## config.mk

```make
export PLATFORM = sky130hd
export DESIGN_NAME = correlator_top
export DESIGN_NICKNAME = d
export VERILOG_FILES = /design/src/hw/corr_geom_pkg.sv /design/src/hw/corr_types_pkg.sv /design/src/hw/lag_delay_line.sv /design/src/hw/baseline_accumulator.sv /design/src/hw/integration_timer.sv /design/src/hw/correlator_control.sv /design/src/hw/result_readout.sv /design/src/hw/correlator_top.sv
export SDC_FILE = /design/constraint.sdc
export NUM_CORES = 2
export LEC_CHECK = 0
export BUFFER_PORTS_ARGS = -buffer_cell sky130_fd_sc_hd__clkbuf_2
export CAP_MARGIN = 20
export CORE_ASPECT_RATIO = 1.5
export CORE_MARGIN = 2
export CORE_UTILIZATION = 59
export CTS_CLUSTER_SIZE = 40
export DETAILED_ROUTE_END_ITERATION = 6
export PLACE_DENSITY_LB_ADDON = 0.25
export SETUP_SLACK_MARGIN = 0.3
export SYNTH_ARGS = -nofsm -noshare
export SYNTH_HDL_FRONTEND = slang
export SYNTH_SLANG_ARGS = --single-unit
```

## constraint.sdc

```tcl
create_clock -name pllclk -period 10.9 [get_ports pllclk]
set_input_delay 0 -clock pllclk [delete_from_list [all_inputs] [get_ports pllclk]]
set_output_delay 0 -clock pllclk [all_outputs]
set_load 0.005 [all_outputs]
```

## src/hw/corr_geom_pkg.sv

```systemverilog
/*
 * Geometry and word widths of the four-line correlator.
 * Imported by the RTL blocks, the type package and the testbench.
 */

package corr_geom_pkg;

	// input side
	localparam int NUM_LINES = 4;
	localparam int SAMPLE_WIDTH = 4;

	// lags 0, 1 and 2 on every baseline
	localparam int NUM_LAGS = 3;
	localparam int NUM_BASELINES = NUM_LINES*(NUM_LINES-1)/2;
	localparam int NUM_CORR = NUM_BASELINES*NUM_LAGS;

	// signed accumulators and their clamp points
	localparam int ACC_WIDTH = 12;
	localparam int ACC_MAX = (1 << (ACC_WIDTH-1)) - 1;
	localparam int ACC_MIN = -(1 << (ACC_WIDTH-1));

	// sample sets per integration period
	localparam int INTEG_LEN = 64;
	localparam int CNT_WIDTH = 6;

endpackage

```

## src/hw/corr_types_pkg.sv

```systemverilog
/*
 * Structs and enums passed between the correlator blocks.
 * Sample sets come in, labelled sums go out, the bank sits in between.
 */

package corr_types_pkg;
	import corr_geom_pkg::*;

	// one sample per line, line0 in the low bits
	typedef struct packed {
		logic signed [SAMPLE_WIDTH-1:0] line3;
		logic signed [SAMPLE_WIDTH-1:0] line2;
		logic signed [SAMPLE_WIDTH-1:0] line1;
		logic signed [SAMPLE_WIDTH-1:0] line0;
	} sample_set_t;

	typedef struct packed {
		logic signed [ACC_WIDTH-1:0] value;
		logic                        saturated;
	} corr_sum_t;

	typedef struct packed {
		logic [2:0] baseline;
		logic [1:0] lag;
		corr_sum_t  sum;
	} corr_word_t;

	// entry baseline*NUM_LAGS+lag
	typedef corr_sum_t [NUM_CORR-1:0] corr_bank_t;

	typedef enum logic {
		ST_INTEGRATE,
		ST_HOLD
	} ctrl_state_e;

endpackage

```

## src/hw/lag_delay_line.sv

```systemverilog
/*
 * Two-deep history of one input line, shifted on every accepted set.
 * Cleared at the end of a period so lags never reach into the last one.
 */

`timescale 1ns/100ps

module lag_delay_line
	import corr_geom_pkg::*;
(
	input  logic                                    pllclk,
	input  logic                                    reset,
	input  logic                                    shift_i,
	input  logic                                    clear_i,
	input  logic signed [SAMPLE_WIDTH-1:0]          sample_i,
	output logic [NUM_LAGS-1:1][SAMPLE_WIDTH-1:0]   delayed_o
);

	// delayed_o[k] holds the sample k sets back
	always_ff @(posedge pllclk) begin
		if (!reset || clear_i) begin
			delayed_o <= '0;
		end else if (shift_i) begin
			delayed_o <= {delayed_o[NUM_LAGS-2:1], sample_i};
		end
	end

	// clear only comes with the last accept of a period
	a_clear_on_shift: assert property (
		@(posedge pllclk) disable iff (!reset) clear_i |-> shift_i
	) else $error("delay line cleared without an accepted set");

endmodule

```

## src/hw/baseline_accumulator.sv

```systemverilog
/*
 * Products and saturating sums for every baseline and lag.
 * On the period's last accept the finished sums move to captured_o.
 */

`timescale 1ns/100ps

module baseline_accumulator
	import corr_geom_pkg::*, corr_types_pkg::*;
(
	input  logic                                                  pllclk,
	input  logic                                                  reset,
	input  logic                                                  accept_i,
	input  logic                                                  dump_i,
	input  sample_set_t                                           sample_i,
	input  logic [NUM_LINES-1:0][NUM_LAGS-1:1][SAMPLE_WIDTH-1:0]  delayed_i,
	output corr_bank_t                                            captured_o
);

	// hist[line][k] is the sample k sets back, k=0 the current one
	logic signed [SAMPLE_WIDTH-1:0] hist [NUM_LINES][NUM_LAGS];
	corr_bank_t acc_q;
	corr_bank_t acc_d;

	always_comb begin
		hist[0][0] = sample_i.line0;
		hist[1][0] = sample_i.line1;
		hist[2][0] = sample_i.line2;
		hist[3][0] = sample_i.line3;
		for (int l = 0; l < NUM_LINES; l++) begin
			for (int k = 1; k < NUM_LAGS; k++) begin
				hist[l][k] = delayed_i[l][k];
			end
		end
	end

	always_comb begin
		int idx;
		logic signed [2*SAMPLE_WIDTH-1:0] prod;
		logic signed [ACC_WIDTH:0] wide;
		idx = 0;
		acc_d = acc_q;
		for (int a = 0; a < NUM_LINES-1; a++) begin
			for (int b = a+1; b < NUM_LINES; b++) begin
				for (int k = 0; k < NUM_LAGS; k++) begin
					prod = hist[a][0] * hist[b][k];
					wide = acc_q[idx].value + prod;
					// a saturated sum stays pinned for the rest of the period
					if (!acc_q[idx].saturated) begin
						if (wide > ACC_MAX) begin
							acc_d[idx].value = ACC_WIDTH'(ACC_MAX);
							acc_d[idx].saturated = 1'b1;
						end else if (wide < ACC_MIN) begin
							acc_d[idx].value = ACC_WIDTH'(ACC_MIN);
							acc_d[idx].saturated = 1'b1;
						end else begin
							acc_d[idx].value = wide[ACC_WIDTH-1:0];
						end
					end
					idx++;
				end
			end
		end
	end

	always_ff @(posedge pllclk) begin
		if (!reset || dump_i) begin
			acc_q <= '0;
		end else if (accept_i) begin
			acc_q <= acc_d;
		end
	end

	// last set of the period is folded in before capture
	always_ff @(posedge pllclk) begin
		if (dump_i) begin
			captured_o <= acc_d;
		end
	end

	a_dump_with_accept: assert property (
		@(posedge pllclk) disable iff (!reset) dump_i |-> accept_i
	) else $error("dump without an accepted sample set");

endmodule

```

## src/hw/integration_timer.sv

```systemverilog
/*
 * Counts accepted sample sets modulo the integration length.
 * period_last_o marks the slot of the period's final set.
 */

`timescale 1ns/100ps

module integration_timer
	import corr_geom_pkg::*;
(
	input  logic pllclk,
	input  logic reset,
	input  logic accept_i,
	output logic period_last_o
);

	logic [CNT_WIDTH-1:0] count_q;

	assign period_last_o = (count_q == CNT_WIDTH'(INTEG_LEN-1));

	always_ff @(posedge pllclk) begin
		if (!reset) begin
			count_q <= '0;
		end else if (accept_i) begin
			if (period_last_o) begin
				count_q <= '0;
			end else begin
				count_q <= count_q + 1'b1;
			end
		end
	end

endmodule

```

## src/hw/correlator_control.sv

```systemverilog
/*
 * Input flow control and period boundaries.
 * Holds off the last set of a period while the previous results are
 * still being read out, then issues the dump with that set.
 */

`timescale 1ns/100ps

module correlator_control
	import corr_types_pkg::*;
(
	input  logic pllclk,
	input  logic reset,
	input  logic sample_valid_i,
	input  logic period_last_i,
	input  logic busy_i,
	output logic sample_ready_o,
	output logic dump_o
);

	ctrl_state_e state_q;
	ctrl_state_e state_d;

	always_comb begin
		state_d = state_q;
		sample_ready_o = 1'b0;
		case (state_q)
			ST_INTEGRATE: begin
				if (period_last_i && busy_i) begin
					state_d = ST_HOLD;
				end else begin
					sample_ready_o = 1'b1;
				end
			end
			ST_HOLD: begin
				if (!busy_i) begin
					state_d = ST_INTEGRATE;
				end
			end
			default: state_d = ST_HOLD;
		endcase
	end

	assign dump_o = sample_valid_i && sample_ready_o && period_last_i;

	// start in hold so the input stays closed through reset
	always_ff @(posedge pllclk) begin
		if (!reset) begin
			state_q <= ST_HOLD;
		end else begin
			state_q <= state_d;
		end
	end

	// holding only ever delays a period's last set
	a_hold_closed: assert property (
		@(posedge pllclk) disable iff (!reset)
		state_q == ST_HOLD && busy_i |-> period_last_i && !sample_ready_o
	) else $error("input held off away from a period end");

endmodule

```

## src/hw/result_readout.sv

```systemverilog
/*
 * Keeps one captured period of sums and streams it out in bank order.
 * busy_o covers the span from dump until the last word has gone out.
 */

`timescale 1ns/100ps

module result_readout
	import corr_geom_pkg::*, corr_types_pkg::*;
(
	input  logic       pllclk,
	input  logic       reset,
	input  logic       dump_i,
	input  corr_bank_t captured_i,
	input  logic       result_ready_i,
	output corr_word_t result_o,
	output logic       result_valid_o,
	output logic       busy_o
);

	corr_bank_t bank_q;
	logic [$clog2(NUM_CORR)-1:0] index_q;
	logic load_q;

	// captured_i settles one edge after the dump
	always_ff @(posedge pllclk) begin
		if (load_q) begin
			bank_q <= captured_i;
		end
	end

	always_ff @(posedge pllclk) begin
		if (!reset) begin
			load_q <= 1'b0;
			result_valid_o <= 1'b0;
			busy_o <= 1'b0;
			index_q <= '0;
		end else begin
			load_q <= dump_i;
			if (dump_i) begin
				busy_o <= 1'b1;
			end
			if (load_q) begin
				result_valid_o <= 1'b1;
				index_q <= '0;
			end else if (result_valid_o && result_ready_i) begin
				if (int'(index_q) == NUM_CORR-1) begin
					result_valid_o <= 1'b0;
					busy_o <= 1'b0;
				end else begin
					index_q <= index_q + 1'b1;
				end
			end
		end
	end

	always_comb begin
		result_o.baseline = 3'(int'(index_q) / NUM_LAGS);
		result_o.lag = 2'(int'(index_q) % NUM_LAGS);
		result_o.sum = bank_q[index_q];
	end

	a_hold_word: assert property (
		@(posedge pllclk) disable iff (!reset)
		result_valid_o && !result_ready_i |=> result_valid_o && $stable(result_o)
	) else $error("result word changed while stalled");

endmodule

```

## src/hw/correlator_top.sv

```systemverilog
/*
 * Four-line real cross-correlator, 6 baselines by 3 lags.
 * Sample sets in and labelled sums out, both on valid/ready streams.
 */

`timescale 1ns/100ps

module correlator_top
	import corr_geom_pkg::*, corr_types_pkg::*;
(
	input  logic        pllclk,
	input  logic        reset,
	input  sample_set_t sample_i,
	input  logic        sample_valid_i,
	output logic        sample_ready_o,
	output corr_word_t  result_o,
	output logic        result_valid_o,
	input  logic        result_ready_i
);

	logic accept;
	logic dump;
	logic period_last;
	logic busy;
	corr_bank_t captured;
	logic signed [SAMPLE_WIDTH-1:0] line_sample [NUM_LINES];
	logic [NUM_LINES-1:0][NUM_LAGS-1:1][SAMPLE_WIDTH-1:0] delayed;

	assign accept = sample_valid_i && sample_ready_o;

	assign line_sample[0] = sample_i.line0;
	assign line_sample[1] = sample_i.line1;
	assign line_sample[2] = sample_i.line2;
	assign line_sample[3] = sample_i.line3;

	for (genvar g = 0; g < NUM_LINES; g++) begin : g_line
		lag_delay_line u_delay (
			.pllclk(pllclk),
			.reset(reset),
			.shift_i(accept),
			.clear_i(dump),
			.sample_i(line_sample[g]),
			.delayed_o(delayed[g])
		);
	end

	baseline_accumulator u_acc (
		.pllclk(pllclk),
		.reset(reset),
		.accept_i(accept),
		.dump_i(dump),
		.sample_i(sample_i),
		.delayed_i(delayed),
		.captured_o(captured)
	);

	integration_timer u_timer (
		.pllclk(pllclk),
		.reset(reset),
		.accept_i(accept),
		.period_last_o(period_last)
	);

	correlator_control u_ctrl (
		.pllclk(pllclk),
		.reset(reset),
		.sample_valid_i(sample_valid_i),
		.period_last_i(period_last),
		.busy_i(busy),
		.sample_ready_o(sample_ready_o),
		.dump_o(dump)
	);

	result_readout u_readout (
		.pllclk(pllclk),
		.reset(reset),
		.dump_i(dump),
		.captured_i(captured),
		.result_ready_i(result_ready_i),
		.result_o(result_o),
		.result_valid_o(result_valid_o),
		.busy_o(busy)
	);

endmodule

```

==> impl_results.md <==
* Die width at 254 um
* Max_cap viols at 0
* Initial antenna violation count at 10
* Root Buffer: clkbuf_16
* Compound-Gate Fraction of Synth Area at 12.0%
* Cts bufs inserted at 73
* Syn Nets at 6,363
* PwrDens at 187 nW/um^2
* Cell Chain, Critical Path: inv_1 -> o21ai_0 -> ha_1 -> inv_1 -> fa_1 -> inv_1 -> fa_1 -> ha_1 -> a21o_1 -> a21o_1 -> mux2i_1 -> o311ai_0 -> a311oi_1 -> nor2b_1 -> nor2_1 -> o21ai_0
* Top post-synthesis cells by area: edfxtp_1 (25%), fa_1 (16%), ha_1 (11%), dfxtp_1 (9.9%), inv_1 (5.3%)
* Status: finished clean
* Mapped cell area at 55,300 sq um
* Final net count at 6,300
* Final min period at 5.63 ns
* Tcrit/Tclk final at 51.6%
* CP required at 11.36 ns
* Die ar. at 96,200 sq um
* Slowest CP cell: nor2b_1
* Vias per cell at 5.83
* Core Box Area at 92,900 sq um
* Min-delay worst type: input port to flip-flop
* Synthesized instance count at 5,435
* Hold Path Sink: u_timer.count_q[0]
* Largest family of logic cells by synthesized area: adder cells
* Mapped Avg Cell Area at 10.2 sq um
* Top Usage Layer GRT: met2
* Leak Pwr at 0.0258 uW
* GR Util met2 at 53.2%
* Fmax achieved at 178 MHz
* Critical path class: flip-flop to flip-flop
* Storage element area at 19,500 sq um
* # IOs at 40
* Critical path's most frequent cell: inv_1
* RR Endpoint: u_acc.captured_o[175]
* # fillers at 7,379
* Worst path bufs/invs at 3
* Multi-input combinational cell area at 32,100 sq um
* XOR/XNOR share of the synthesized area at 3.19%
* Post-synth EDFFs at 468
* RePlAce Congestion at 0.905
* Startpoint Class: flip-flop
* Post-DP HPWL at 102 mm
* Area share of the largest cell type after synthesis at 25.4%
* Clock Sinks at 741
* Top_reg_cell synth: edfxtp_1
* DRC viols at 0
* Worst vdd ir at 0.227 mV
* Total power at 11,000 uW
* GRT overflow at 0
* Area share of fa/ha/maj cells after synthesis at 27.0%
* Vias in the first global route at 40,000
* Reg2Reg Setup Slack at 5.27 ns
* Mux cell area share after synthesis at 4.46%
* Worst Tran Pin Value at 1.17 ns
* GR Util met3 at 3.35%
* Post-Route Utilization at 63.5%
* Worst path depth at 16
* Crit path capture type: flip-flop
* Port buffer count at 39
* Synth area leader: edfxtp_1
* Synth warn at 0
* RSZ-0062 raised after global routing: false
* Yosys cell types at 86
* Row count at 137
* DRT Pass-1 Iters at 7
* Met1 GRT Util at 31.8%
* Drt total wl at 136 mm
* First-pass GRT wire length at 214 mm
* #FFs+latches synth at 741
* Pins over their slew limit at 0
* Worst EP arrival at 6.09 ns
* Total track usage at 28.9%
* Clk Latency, worst-skew pair at 0.62 ns
* Via Count at 39,000
* Clk slew on worst S/H paths at 0.06 ns
* H-tree levels at 3
* Starting DRT DRC Count at 2,589
* Initial cell density of the core at 59.5%
* Final setup fails at 0
* Setup TNS at 0 ns
* Worst path top cell family by delay: compound AO/OA/AOI/OAI gates
* Crit path max fanout at 12
* Die height at 379 um
* Ys async rst share at 0%
* CP peak stage delay at 0.77 ns
* Hold Path Origin: sample_valid_i
* Largest net degree at the start of global routing at 169
* Hold Fails Final Rpt at 0
* Register area share after synthesis at 35.3%
* Post-Synth Simple-Gate Area at 11.3%
* Max clock buf depth at 3
* Area Growth Syn to Fin at 6.82%
* Worst r2r src: g_line[3].u_delay.delayed_o[3]
* Final Skew at 0.0167 ns
* Slew HR at 21.9%
* Layout cells sized above 1 at 6.74%
* Worst R2R Path Depth at 16
* Min-Delay Path Depth at 4
* Wire per inst at 20.3 um
* Post-DRT Antenna Nets at 0
* CTS tree: built
* Cts repair resizes at 0
report_power, final:
part	internal (uW)	switching [uW]	leakage [uW]
combinational	1970	2860	0.0182
sequential	3370	214	0.00646
clock	1520	1110	0.00120
worst max-delay path by stage:
stage / end / start
floorplan: u_acc.captured_o[0] / u_timer.count_q[0]
global route: u_acc.captured_o[172] / g_line[3].u_delay.delayed_o[3]
detailed placement: u_acc.captured_o[176] / sample_i[7]
finish: u_acc.captured_o[175] / g_line[3].u_delay.delayed_o[3]
CTS: u_acc.captured_o[175] / g_line[3].u_delay.delayed_o[3]
global placement: u_acc.captured_o[175] / sample_i[7]
synth_stat cells, types with 53 or more instances:
cell and n:
a21oi_1 280, and2_1 124, clkbuf_1 186, dfxtp_1 273, edfxtp_1 468, fa_1 432
ha_1 476, inv_1 775, mux2i_1 53, mux4_2 65, nand2_1 446, nand2b_1 116
nand3_1 74, nor2_1 350, o21a_1 60, o21ai_0 389, xnor2_1 129, xor2_1 65
placed cells by master (no fill, tap or decap), types with 74 or more instances in the layout:
cell type,count
a21oi_1,279
and2_1,124
clkbuf_16,78
dfxtp_1,270
edfxtp_1,468
fa_1,432
ha_1,476
inv_1,775
nand2_1,446
nand2b_1,116
nand3_1,74
nor2_1,349
o21ai_0,389
xnor2_1,129
stage by stage:
stage / setup slack (ns) / hold slack, ns / cells / instance area [sq um]
after floorplan: 2.92 / 0.0619 / 5435 / 55300
after global placement: 5.34 / 0.392 / 6539 / 56500
after detailed placement: 5.16 / 0.393 / 6540 / 56500
after CTS: 5.26 / 0.0207 / 6678 / 59000
after global routing: 4.89 / 0.0833 / 6681 / 59000
final: 5.27 / 0.0773 / 6683 / 59000
cells by family after synthesis:
logic type / after synthesis
AOI/OAI and AO/OA: 1083
xor gates and xnor gates: 198
adders and majority gates: 940
buffers and inverters: 987
DFF: 741
muxes: 160
and+or+nand+nor: 1326
worst register-to-register path, cell delays in order (launching register included):
cell,delay (ns)
dfxtp_1,0.61
inv_1,0.33
o21ai_0,0.24
ha_1,0.31
inv_1,0.26
fa_1,0.45
inv_1,0.09
fa_1,0.39
ha_1,0.38
a21o_1,0.20
a21o_1,0.20
mux2i_1,0.14
o311ai_0,0.15
a311oi_1,0.58
nor2b_1,0.77
nor2_1,0.15
o21ai_0,0.21
state kept, by name, indices dropped and copies added (netlist names):
register and cells:
u_acc.acc_q 234, u_readout.load_q 1, u_readout.bank_q 234, u_timer.count_q 6, u_readout.result_valid_o 1, u_readout.index_q 5, u_acc.captured_o 234, g_line.u_delay.delayed_o 24
u_readout.busy_o 1, u_ctrl.state_q 1
routing by layer:
| metal | wire length [um] | up-vias | share of wire (%) |
|---|---|---|---|
| met5 | 12 | - | 0.0088 |
| met4 | 8980 | 2 | 6.6 |
| met3 | 6390 | 334 | 4.7 |
| met2 | 71300 | 1049 | 52 |
| met1 | 49100 | 19200 | 36 |
| li1 | - | 18400 | - |
what timing repair did:
action	CTS	global route
hold buffers	6	0
setup buffers	0	0
endpoints found under the hold margin	21	0
endpoints found under the setup margin	0	0
layout make-up:
cell class | instances | share of cell area (%)
Multi-Input combinational cell | 3707 | 54.3
Sequential cell | 741 | 33.1
Inverter | 775 | 4.93
Clock buffer | 97 | 3.51
Tap cell | 1251 | 2.65
Timing Repair Buffer | 74 | 0.829
Clock inverter | 35 | 0.672
Antenna cell | 3 | 0.0127
No activity file was read; power rests on OpenSTA's default activity.
